File: src/hw/procPkg.sv
package procPkg;

	// Word and field widths
	localparam int dataW = 24;
	localparam int regAddrW = 5;
	localparam int memAddrW = 8;
	localparam int immW = 9;
	localparam int numRegs = 32;

	// One RGB pixel (8 bits per colour) or a plain integer
	typedef logic [dataW-1:0] dataT;
	typedef logic [regAddrW-1:0] regAddrT;
	// Each memory keeps only the low bits it needs
	typedef logic [memAddrW-1:0] memAddrT;
	typedef logic [immW-1:0] immT;

	// Anything not listed here is a no-op
	typedef enum logic [3:0]
	{
		fADD = 4'b0000,
		fSUB = 4'b0001,
		fMULT = 4'b0010,
		fLOAD = 4'b0011,
		fSTR = 4'b0100,
		fAVERAGE = 4'b0111,
		fLDA = 4'b1000,
		fSTR_ONE = 4'b1100,
		fHALT = 4'b1111
	} functT;

	typedef enum logic [1:0] {opAdd, opSub, opMult, opAverage} aluOpT;

	// Writeback source
	typedef enum logic [1:0] {wbAlu, wbMem, wbMemAligned} wbSelT;

	// 24-bit instruction word with funct in the top nibble
	typedef struct packed
	{
		functT funct;
		// Set selects the immediate as second operand
		logic opcode;
		regAddrT rd;
		regAddrT rs1;
		// Immediate, or rs2 in the low 5 bits
		immT operand;
	} instrT;

	// Decoded control bundle
	typedef struct packed
	{
		aluOpT aluOp;
		logic aluSrcImm;
		logic memRead;
		logic memWrite;
		wbSelT wbSel;
		logic regWrite;
		logic plusOne;
		logic storeImm;
		logic halt;
	} ctrlT;

endpackage

File: src/hw/controlUnit.sv
`timescale 1ns/1ps

module controlUnit (
	input procPkg::instrT instr,
	output procPkg::ctrlT ctrl
);

	always_comb
	begin
		// All inactive unless the funct says otherwise
		ctrl.aluOp = procPkg::opAdd;
		ctrl.aluSrcImm = 1'b0;
		ctrl.memRead = 1'b0;
		ctrl.memWrite = 1'b0;
		ctrl.wbSel = procPkg::wbAlu;
		ctrl.regWrite = 1'b0;
		ctrl.plusOne = 1'b0;
		ctrl.storeImm = 1'b0;
		ctrl.halt = 1'b0;

		case (instr.funct)
			// Arithmetic with register or immediate second operand
			procPkg::fADD:
			begin
				ctrl.aluOp = procPkg::opAdd;
				ctrl.aluSrcImm = instr.opcode;
				ctrl.regWrite = 1'b1;
			end
			procPkg::fSUB:
			begin
				ctrl.aluOp = procPkg::opSub;
				ctrl.aluSrcImm = instr.opcode;
				ctrl.regWrite = 1'b1;
			end
			procPkg::fMULT:
			begin
				ctrl.aluOp = procPkg::opMult;
				ctrl.aluSrcImm = instr.opcode;
				ctrl.regWrite = 1'b1;
			end
			// Grey reduction of the rs1 pixel
			procPkg::fAVERAGE:
			begin
				ctrl.aluOp = procPkg::opAverage;
				ctrl.regWrite = 1'b1;
			end
			// Address is rs1 plus second operand
			procPkg::fLOAD:
			begin
				ctrl.aluSrcImm = instr.opcode;
				ctrl.memRead = 1'b1;
				ctrl.wbSel = procPkg::wbMem;
				ctrl.regWrite = 1'b1;
			end
			// Same as LOAD on a word-aligned address
			procPkg::fLDA:
			begin
				ctrl.aluSrcImm = instr.opcode;
				ctrl.memRead = 1'b1;
				ctrl.wbSel = procPkg::wbMemAligned;
				ctrl.regWrite = 1'b1;
			end
			procPkg::fSTR:
			begin
				ctrl.memWrite = 1'b1;
				ctrl.storeImm = instr.opcode;
			end
			// Store then bump the pointer in rs1
			procPkg::fSTR_ONE:
			begin
				ctrl.memWrite = 1'b1;
				ctrl.storeImm = instr.opcode;
				ctrl.plusOne = 1'b1;
			end
			procPkg::fHALT:
				ctrl.halt = 1'b1;
			// Undefined codes keep the inactive defaults
			default: ;
		endcase
	end

endmodule

File: src/hw/instrSequencer.sv
`timescale 1ns/1ps

module instrSequencer #(
	parameter int imemDepth = 32
) (
	input logic CLK,
	input logic rst,
	input logic start,
	input logic imemWe,
	input procPkg::memAddrT imemAddr,
	input procPkg::instrT imemData,
	output procPkg::instrT instr,
	output logic execPhase,
	output logic wbPhase,
	output logic busy,
	output logic done,
	input logic halt
);

	localparam int iAw = $clog2(imemDepth);

	// Three cycles per instruction with idle between runs
	typedef enum logic [1:0] {idle, fetch, exec, writeback} seqStateT;

	seqStateT state;
	logic [iAw-1:0] pc;
	// Program store
	procPkg::instrT imem [imemDepth];

	assign busy = (state != idle);
	assign execPhase = (state == exec);
	assign wbPhase = (state == writeback);

	// External program load only between runs
	always_ff @(posedge CLK)
	begin
		if (imemWe && !busy)
			imem[imemAddr[iAw-1:0]] <= imemData;
	end

	// Sequencer FSM with pc and done flag
	always_ff @(posedge CLK)
	begin
		if (rst)
		begin
			state <= idle;
			pc <= '0;
			done <= 1'b0;
			instr <= '0;
		end
		else
		begin
			case (state)
				idle:
				begin
					// New run always starts at address 0
					if (start)
					begin
						state <= fetch;
						pc <= '0;
						done <= 1'b0;
					end
				end
				fetch:
				begin
					// Latch the word for exec and writeback
					instr <= imem[pc];
					state <= exec;
				end
				exec:
					state <= writeback;
				writeback:
				begin
					// HALT finishes its own WB then parks
					if (halt)
					begin
						state <= idle;
						done <= 1'b1;
					end
					else
					begin
						pc <= pc + 1'b1;
						state <= fetch;
					end
				end
				default:
					state <= idle;
			endcase
		end
	end

endmodule

File: src/hw/memWriteback.sv
`timescale 1ns/1ps

module memWriteback #(
	parameter int dmemDepth = 64
) (
	input logic CLK,
	input logic rst,
	input procPkg::ctrlT ctrl,
	input logic execPhase,
	input logic wbPhase,
	input procPkg::regAddrT rd,
	input procPkg::regAddrT rs1,
	input procPkg::dataT rs1Data,
	input procPkg::dataT operand,
	input procPkg::dataT storeValue,
	input procPkg::dataT aluResult,
	input logic dmemWe,
	input procPkg::memAddrT dmemAddr,
	input procPkg::dataT dmemData,
	output logic regWe,
	output procPkg::regAddrT regAddr,
	output procPkg::dataT regData,
	output logic storeEn,
	output procPkg::memAddrT storeAddr,
	output procPkg::dataT storeData,
	output logic pointerWe
);

	localparam int dAw = $clog2(dmemDepth);

	procPkg::dataT dmem [dmemDepth];
	procPkg::dataT addrSum;
	procPkg::memAddrT loadAddr;
	procPkg::memAddrT readAddr;
	procPkg::dataT memRdData;

	assign addrSum = rs1Data + operand;
	assign loadAddr = addrSum[procPkg::memAddrW-1:0];
	// LDA drops the two low address bits
	assign readAddr = (ctrl.wbSel == procPkg::wbMemAligned) ? {loadAddr[7:2], 2'b00} : loadAddr;

	// Read in exec so the word is ready in writeback
	always_ff @(posedge CLK)
	begin
		if (execPhase && ctrl.memRead)
			memRdData <= dmem[readAddr[dAw-1:0]];
	end

	// Store strobe lines up with the writeback cycle
	always_ff @(posedge CLK)
	begin
		if (rst)
			storeEn <= 1'b0;
		else
			storeEn <= execPhase && ctrl.memWrite;
	end

	always_ff @(posedge CLK)
	begin
		if (execPhase)
		begin
			storeAddr <= rs1Data[procPkg::memAddrW-1:0];
			storeData <= storeValue;
		end
	end

	// Store commits at the end of WB and external load fills otherwise
	always_ff @(posedge CLK)
	begin
		if (storeEn)
			dmem[storeAddr[dAw-1:0]] <= storeData;
		else if (dmemWe)
			dmem[dmemAddr[dAw-1:0]] <= dmemData;
	end

	// STR_ONE reports its pointer bump as a register write
	assign pointerWe = wbPhase && ctrl.plusOne;
	assign regWe = wbPhase && (ctrl.regWrite || ctrl.plusOne);
	assign regAddr = ctrl.plusOne ? rs1 : rd;

	always_comb
	begin
		if (ctrl.plusOne)
			regData = rs1Data + procPkg::dataT'(1);
		else
		begin
			case (ctrl.wbSel)
				procPkg::wbMem,
				procPkg::wbMemAligned:
					regData = memRdData;
				default:
					regData = aluResult;
			endcase
		end
	end

endmodule

File: src/hw/pixelAlu.sv
`timescale 1ns/1ps

module pixelAlu (
	input procPkg::aluOpT aluOp,
	input procPkg::dataT a,
	input procPkg::dataT b,
	output procPkg::dataT result
);

	// Luma weights summing to 256
	localparam logic [7:0] wRed = 8'd77;
	localparam logic [7:0] wGreen = 8'd150;
	localparam logic [7:0] wBlue = 8'd29;

	logic [7:0] red;
	logic [7:0] green;
	logic [7:0] blue;
	// Max 255*256 fits in 16 bits
	logic [15:0] greySum;

	assign red = a[23:16];
	assign green = a[15:8];
	assign blue = a[7:0];

	assign greySum = red * wRed + green * wGreen + blue * wBlue;

	always_comb
	begin
		case (aluOp)
			// All arithmetic wraps at 24 bits
			procPkg::opAdd:
				result = a + b;
			procPkg::opSub:
				result = a - b;
			// Low 24 bits of the product
			procPkg::opMult:
				result = a * b;
			// Grey byte in the low 8 bits with zeros above
			procPkg::opAverage:
				result = {16'b0, greySum[15:8]};
			default:
				result = a;
		endcase
	end

endmodule

File: src/hw/procTop.sv
`timescale 1ns/1ps

module procTop #(
	parameter int imemDepth = 32,
	parameter int dmemDepth = 64
) (
	input logic CLK,
	input logic rst,
	input logic imemWe,
	input procPkg::memAddrT imemAddr,
	input procPkg::instrT imemData,
	input logic dmemWe,
	input procPkg::memAddrT dmemAddr,
	input procPkg::dataT dmemData,
	input logic start,
	output logic regWe,
	output procPkg::regAddrT regAddr,
	output procPkg::dataT regData,
	output logic storeEn,
	output procPkg::memAddrT storeAddr,
	output procPkg::dataT storeData,
	output logic busy,
	output logic done
);

	procPkg::instrT instr;
	procPkg::ctrlT ctrl;
	logic execPhase;
	logic wbPhase;
	logic pointerWe;
	logic dmemLoadWe;
	procPkg::dataT rs1Data;
	procPkg::dataT rs2Data;
	procPkg::dataT immExt;
	procPkg::dataT secondOp;
	procPkg::dataT storeValue;
	procPkg::dataT aluResult;

	// Immediate is zero-extended
	assign immExt = procPkg::dataT'(instr.operand);
	// ALU and address operand
	assign secondOp = ctrl.aluSrcImm ? immExt : rs2Data;
	// Store data picked by the store flag
	assign storeValue = ctrl.storeImm ? immExt : rs2Data;
	// Data memory loads only between runs
	assign dmemLoadWe = dmemWe && !busy;

	instrSequencer #(.imemDepth(imemDepth)) u_seq (
		.CLK(CLK), .rst(rst), .start(start),
		.imemWe(imemWe), .imemAddr(imemAddr), .imemData(imemData),
		.instr(instr), .execPhase(execPhase), .wbPhase(wbPhase),
		.busy(busy), .done(done), .halt(ctrl.halt)
	);

	controlUnit u_ctrl (.instr(instr), .ctrl(ctrl));

	// rs2 sits in the low bits of the operand field
	regFile u_regs (
		.CLK(CLK), .rst(rst),
		.rs1(instr.rs1), .rs2(instr.operand[procPkg::regAddrW-1:0]),
		.rs1Data(rs1Data), .rs2Data(rs2Data),
		.we(regWe), .wAddr(regAddr), .wData(regData), .pointerWe(pointerWe)
	);

	pixelAlu u_alu (.aluOp(ctrl.aluOp), .a(rs1Data), .b(secondOp), .result(aluResult));

	memWriteback #(.dmemDepth(dmemDepth)) u_mwb (
		.CLK(CLK), .rst(rst), .ctrl(ctrl), .execPhase(execPhase), .wbPhase(wbPhase),
		.rd(instr.rd), .rs1(instr.rs1), .rs1Data(rs1Data), .operand(secondOp),
		.storeValue(storeValue), .aluResult(aluResult),
		.dmemWe(dmemLoadWe), .dmemAddr(dmemAddr), .dmemData(dmemData),
		.regWe(regWe), .regAddr(regAddr), .regData(regData),
		.storeEn(storeEn), .storeAddr(storeAddr), .storeData(storeData),
		.pointerWe(pointerWe)
	);

endmodule

File: src/hw/regFile.sv
`timescale 1ns/1ps

module regFile (
	input logic CLK,
	input logic rst,
	input procPkg::regAddrT rs1,
	input procPkg::regAddrT rs2,
	output procPkg::dataT rs1Data,
	output procPkg::dataT rs2Data,
	input logic we,
	input procPkg::regAddrT wAddr,
	input procPkg::dataT wData,
	input logic pointerWe
);

	procPkg::dataT regs [procPkg::numRegs];

	// Asynchronous reads
	assign rs1Data = regs[rs1];
	assign rs2Data = regs[rs2];

	always_ff @(posedge CLK)
	begin
		if (rst)
		begin
			for (int i = 0; i < procPkg::numRegs; i++)
				regs[i] <= '0;
		end
		// Pointer increment path wins over the destination port
		else if (pointerWe)
			regs[rs1] <= rs1Data + procPkg::dataT'(1);
		else if (we)
			regs[wAddr] <= wData;
	end

endmodule

File: config.mk
export PLATFORM = sky130hd
export DESIGN_NAME = procTop
export DESIGN_NICKNAME = d
export VERILOG_FILES = /design/src/hw/procPkg.sv /design/src/hw/controlUnit.sv /design/src/hw/instrSequencer.sv /design/src/hw/memWriteback.sv /design/src/hw/pixelAlu.sv /design/src/hw/procTop.sv /design/src/hw/regFile.sv
export SDC_FILE = /design/constraint.sdc
export NUM_CORES = 2
export LEC_CHECK = 0
export BUFFER_PORTS_ARGS = -buffer_cell sky130_fd_sc_hd__buf_2
export CAP_MARGIN = 5
export CORE_ASPECT_RATIO = 1.5
export CORE_MARGIN = 1.5
export CORE_UTILIZATION = 64
export CTS_CLUSTER_SIZE = 25
export DETAILED_ROUTE_END_ITERATION = 12
export HOLD_SLACK_MARGIN = 0.06
export PLACE_DENSITY = 0.8
export SYNTH_ARGS = -nofsm -noshare
export SYNTH_HDL_FRONTEND = slang
export SYNTH_SLANG_ARGS = --single-unit
export TNS_END_PERCENT = 20
File: constraint.sdc
create_clock -name CLK -period 13.9 [get_ports CLK]
set_input_delay 3.475 -clock CLK [delete_from_list [all_inputs] [get_ports CLK]]
set_output_delay 3.475 -clock CLK [all_outputs]
set_load 0.01 [all_outputs]
# After elaboration in Yosys (flattened, before gate mapping)
# Memories as Yosys holds them, arrays and structs flattened. A register that Yosys moved wholly into a read port is not among the register bits.
# Index checks and enable logic that the tools add are counted.
op_classes:
  add_sub_neg: 6
  mul: 4
  eq_ne: 19
  n_mux: 50
  reduce_logical: 23
ops:
  columns: ["op", "n"]
  rows:
  - ["24-bit two-way mux", 6]
  - ["24-bit one-hot mux with 4 select lines", 1]
  - ["24-bit OR reduction", 3]
  - ["8-bit by 7-bit multiplier with 15-bit output, second input constant", 2]
  - ["1-bit two-way mux", 29]
  - ["5-bit two-way mux", 5]
  - ["24-bit by 1-bit adder with 24-bit output, second input constant", 1]
  - ["24-bit adder", 1]
  - ["24-bit by 24-bit multiplier with 24-bit output", 1]
  - ["24-bit subtractor", 1]
  - ["15-bit by 16-bit adder with 16-bit output", 1]
  - ["16-bit by 13-bit adder with 16-bit output", 1]
  - ["8-bit by 5-bit multiplier with 13-bit output, second input constant", 1]
  - ["4-bit == test, second input constant", 3]
  - ["2-bit == test, second input constant", 5]
  - ["5-bit one-hot mux with 2 select lines", 1]
  - ["9-bit two-way mux", 1]
  - ["4-bit by 2-bit == test with 1-bit output, second input constant", 2]
  - ["4-bit by 3-bit == test with 1-bit output, second input constant", 2]
  - ["2-bit one-hot mux with 4 select lines", 1]
  - ["2-bit by 1-bit == test with 1-bit output, second input constant", 3]
  - ["1-bit logical AND", 6]
  - ["6-bit two-way mux", 1]
  - ["2-bit inequality test, second input constant", 3]
  - ["15 further kinds", 21]
totals:
  reg_bits: 41
  ram_bits: 3072
  inputBits: 69
  out_inout_bits: 65
  wordCells: 112
  n_memories: 3
mem_list:
  columns: ["memory", "depth", "width", "rd", "rd_ports_with_merged_regs", "write_ports", "line_no", "text"]
  rows:
  - ["u_mwb.dmem", 64, 24, 1, 1, 1, "memWriteback.sv:31", "procPkg::dataT dmem [dmemDepth];"]
  - ["u_regs.regs", 32, 24, 2, 0, 32, "regFile.sv:16", "procPkg::dataT regs [procPkg::numRegs];"]
  - ["u_seq.imem", 32, 24, 1, 1, 1, "instrSequencer.sv:28", "procPkg::instrT imem [imemDepth];"]

# Depth between registers and ports, before layout
logic_depth:
  word_depth: 11
  depth_mapped: 40
  depth_no_buf: 32

# By module
# A second synthesis with hierarchy kept.
unflattened:
  cells_unflattened: 9891
  hier_area_um2: 150056.4
by_module_without_submodules:
  columns: ["module", "n_inst", "cells_per_inst", "area_each_um2", "seq_area_each_um2"]
  rows:
  - ["memWriteback", 1, 3829, 63923.8, 47825.9]
  - ["regFile", 1, 2933, 41143.2, 23062.1]
  - ["instrSequencer", 1, 1411, 30381.6, 23702.7]
  - ["pixelAlu", 1, 1643, 13954.6, 0.0]
  - ["procTop", 1, 55, 509.2, 0.0]
  - ["controlUnit", 1, 20, 143.9, 0.0]

# Worst setup path after synthesis
# Ideal clock, no wire load.
synth_path:
  path_type: "register to output"
  start: "register u_seq.instr[13] (netlist name)"
  end: "output regData[23]"
  t_arrival_ps: 8701
  required_ps: 10425
  setup_slack_ps: 1724
  path_stages_with_launch: 33
  cell_sequence: "dfxtp_1 > buf_4 > buf_2 > buf_2 > buf_4 > buf_2 > buf_2 > mux2i_1 > a221oi_1 > clkbuf_1 > nand2_1 > fa_1 > fa_1 > fa_1 > inv_1 > fa_1 > inv_1 > fa_1 > fa_1 > fa_1 > xnor2_1 > xnor2_1 > xnor2_1 > xnor2_1 > xnor2_1 > xnor2_1 > xnor2_1 > xnor3_1 > xnor3_1 > xor2_1 > nor2_2 > nor4_1 > o21ai_0"
synth_via:
  elab_chain_len: 5
  word_cells_on_any_way: 8
  cone_classes: "3 x add/sub; 1 x mul; 3 x mux; 1 x memory"
synth_rtl:
  columns: ["item", "line_no", "text"]
  rows:
  - ["memory read 32 x 24 bit *", null, null]
  - ["24-bit by 24-bit multiplier with 24-bit output (tied with other cells)", "pixelAlu.sv:37", "result = a * b;"]
  - ["24-bit one-hot mux with 4 select lines", "pixelAlu.sv:29", "case (aluOp)"]
  - ["24-bit two-way mux", "memWriteback.sv:87", "case (ctrl.wbSel)"]
  - ["24-bit two-way mux *", "memWriteback.sv:83", "if (ctrl.plusOne)"]
  - ["end, declared", "procTop.sv:18", "output procPkg::dataT regData,"]
# Every way passes the cells marked *; elsewhere a longest branch is shown, timed or not.

# Worst setup path after layout
layout_path:
  start: "register u_seq.instr[0] (netlist name)"
  end: "output regData[21]"
layout_via:
  elab_chain_len: 6
  word_cells_on_any_way: 8
  cone_classes: "2 x add/sub; 1 x mul; 4 x mux; 1 x memory"
layout_rtl:
  columns: ["item", "line_no", "text"]
  rows:
  - ["memory read 32 x 24 bit", null, null]
  - ["24-bit two-way mux *", "procTop.sv:42", "assign secondOp = ctrl.aluSrcImm ? immExt : rs2Data;"]
  - ["24-bit by 24-bit multiplier with 24-bit output (tied with other cells)", "pixelAlu.sv:37", null]
  - ["24-bit one-hot mux with 4 select lines *", "pixelAlu.sv:29", null]
  - ["24-bit two-way mux *", "memWriteback.sv:87", null]
  - ["24-bit two-way mux *", "memWriteback.sv:83", null]
# Marks and branches as above.

==> impl_metrics.tcl <==
set metrics [dict create \
    status "completed" \
    maxCapViolations 0 \
    drcViolationCount 0 \
    finalHoldViolations 0 \
    ys_warn_count 0 \
    drv_slew 0 \
    dpl.hpwl_um 284000 \
    vias 92073 \
    slowest_stage "mux4_2" \
    synth-edff-count 3128 \
    ys.flop_type "edfxtp_1" \
    rows 215 \
    grt_start_max_net_pins 163 \
    drive_gt1_frac 0.241 \
    grt.total_usage 0.413 \
    cp.required_ns 10.43 \
    wl_met1_um 150000 \
    synth_cell_types 83 \
    synthToLayoutAreaGrowth_pct 10.8 \
    ys_ff_latch 3161 \
    fin_crit_sh 0.990 \
    setup_slack_ns 0.137 \
    worst_slew_pin_slew_ns 1.40 \
    clock-sinks 3161 \
    pin_count 134 \
    ys_seq_area_frac 0.642 \
    arrival_ns 10.29 \
    path_common_cell "fa_1" \
    cts-htree-levels 5 \
    worstHoldStart "u_seq.done" \
    ant_nets 0 \
    antenna_found_initial 39 \
    final-setup-viol-count 0 \
    place_ws_ns 0.469 \
    cts_tree "built" \
    path_clk_slew_ns 0.07 \
    dp.cells 11990 \
    clockRootBuffer "clkbuf_16" \
    top_layer_used "met5" \
    critPathCaptureType "output pin" \
    port_buffers 128 \
    final_nets 9845 \
    rsz0062_at_grt "no" \
    fillers 13438 \
    clock_skew_ns 0.0606 \
    clock_latency_ns 0.86 \
    wl_met2_um 228000 \
    hp-class "flip-flop to flip-flop" \
    fp.dieW_um 395 \
    cp_max_fo 11 \
    cts_buffers 286 \
    synthCells 9012 \
    met3_length_um 60100 \
    syn_area_per_cell_um2 16.3 \
    critical_path_class "flip-flop to output pin" \
    core_area_um2 229000 \
    chipHeight_um 591 \
    worst_r2r_path_depth 31 \
    min_period_ns 13.76 \
    die-area_um2 233000 \
    grt_pass1_wl_um 675000 \
    synth_area_um2 147000 \
    hold_buffers 0 \
    worstSetupStartpoint "u_seq.instr[0]" \
    fmax_ghz 0.0727 \
    r2r_start "u_seq.instr[0]" \
    first_pass_iters 7 \
    syn-num-nets 9577 \
    hold_depth 2 \
    grt_pass1_vias 92518 \
    wl_per_cell_um 38.4 \
    startpoint_type "flip-flop" \
    slowest_delay_ns 0.74 \
    drt_iter0_markers 15153 \
    gr-total-overflow 0 \
    slew_headroom 0.0652 \
    place.gp.congestion 1.11 \
    fin_area_um2 163000 \
    async_flop_share 0 \
    final_cells 12538 \
    via_per_inst 7.34 \
    place_area_um2 154000 \
    initial_core_util 0.644 \
    clock_path_buffers 4 \
    routed_wl_um 481000 \
]
logic make-up (layout without fill, tap and decap cells):
logic type,count (synthesis),in the layout,share of synthesized area
flops,3161,3161,0.642
buf+inv,1092,1568,0.0308
mux,1259,1259,0.161
fa+ha+maj,496,496,0.0559
compound gates,1040,1040,0.0481
other cells,0,12,0
xor+xnor,112,112,0.00722
simple gates,1852,1852,0.0546
path summary, 6_finish.rpt:
path,slack (ns),endpoint
worst max-delay path,0.14,regData[21]
worst max register to register,3.76,u_regs.regs[12][17]
worst min register to register,0.54,u_seq.done
worst min-delay path,0.54,u_seq.done
cell usage after synthesis (81+ instances only):
cell | instances | share of area
a211oi_1 | 81 | 0.0041
a21oi_1 | 372 | 0.013
a22oi_1 | 106 | 0.0054
clkbuf_1 | 420 | 0.011
edfxtp_1 | 3128 | 0.64
fa_1 | 270 | 0.037
ha_1 | 226 | 0.019
inv_1 | 460 | 0.012
mux2i_1 | 338 | 0.023
mux4_2 | 886 | 0.14
nand2_1 | 359 | 0.0091
nor2_1 | 1025 | 0.026
o221ai_1 | 202 | 0.012
or2_2 | 104 | 0.0044
final cells by class:
cell class                      instances  area, µm²  share of cell area
Timing Repair Buffer                  603       4750              0.0291
Sequential cell                      3161      94600               0.580
Multi-Input combinational cell       4759      49300               0.302
Clock inverter                        150       1290             0.00790
Clock buffer                          346       7630              0.0468
Inverter                              469       1780              0.0109
Tap cell                             3038       3800              0.0233
Antenna cell                           12       30.0            0.000184
critical path: cells and delay by family (launching register included):
kind | cells | cell delay, ns
AOI/OAI and AO/OA | 7 | 1.48
muxes | 3 | 1.55
DFF | 1 | 0.48
and+or+nand+nor | 2 | 0.14
adders and majority gates | 8 | 3.76
xor gates and xnor gates | 1 | 0.52
buffers and inverters | 11 | 1.48
through the flow:
stage	utilization	TNS [ns]	hold WS [ns]
floorplan	-	0	0.463
global placement	0.672	0	0.511
detailed placement	0.672	0	0.521
CTS	0.711	-0.0571	0.534
global route	0.714	0	0.566
finish	0.714	0	0.539
metal layers:
metal	vias to the layer above	track usage
li1	35338	-
met5	-	0
met4	20	0.303
met2	8516	0.652
met3	2023	0.106
met1	46176	0.496
state kept, by name (all words and copies together) (netlist names), 2 cells and up:
signal and count:
u_seq.pc 5, u_mwb.dmem 1536, u_seq.instr 24, u_regs.regs 768, u_seq.state 2, u_mwb.storeData 24
u_mwb.storeAddr 8, u_mwb.memRdData 24, u_seq.imem 768
placed cells by master, fill, tap and decap left out, drive strengths merged, types with 14 or more instances in the layout:
cell	count
a211oi	81
a21o	24
a21oi	372
a221oi	24
a22oi	106
a31oi	22
and2	39
and3	22
buf	598
bufinv	19
clkbuf	351
clkinv	123
dfxtp	33
edfxtp	3128
fa	270
ha	226
inv	470
mux2	32
mux2i	341
mux4	886
nand2	360
nand2b	65
nand3	45
nor2	1056
nor2b	44
nor3	52
nor4	14
o211ai	14
o21ai	71
o21bai	20
o221ai	202
o22ai	25
or2	104
xnor2	79
xor2	27
what timing repair did:
action	4_1_cts	5_1_grt
buffers inserted	6	28
cloned	0	5
resized for setup	13	36
endpoints found under the setup margin	11	14
pin swaps	0	2
Power is not shown: default switching activity piles up to over one toggle a cycle in this logic, so the estimate is an artifact.
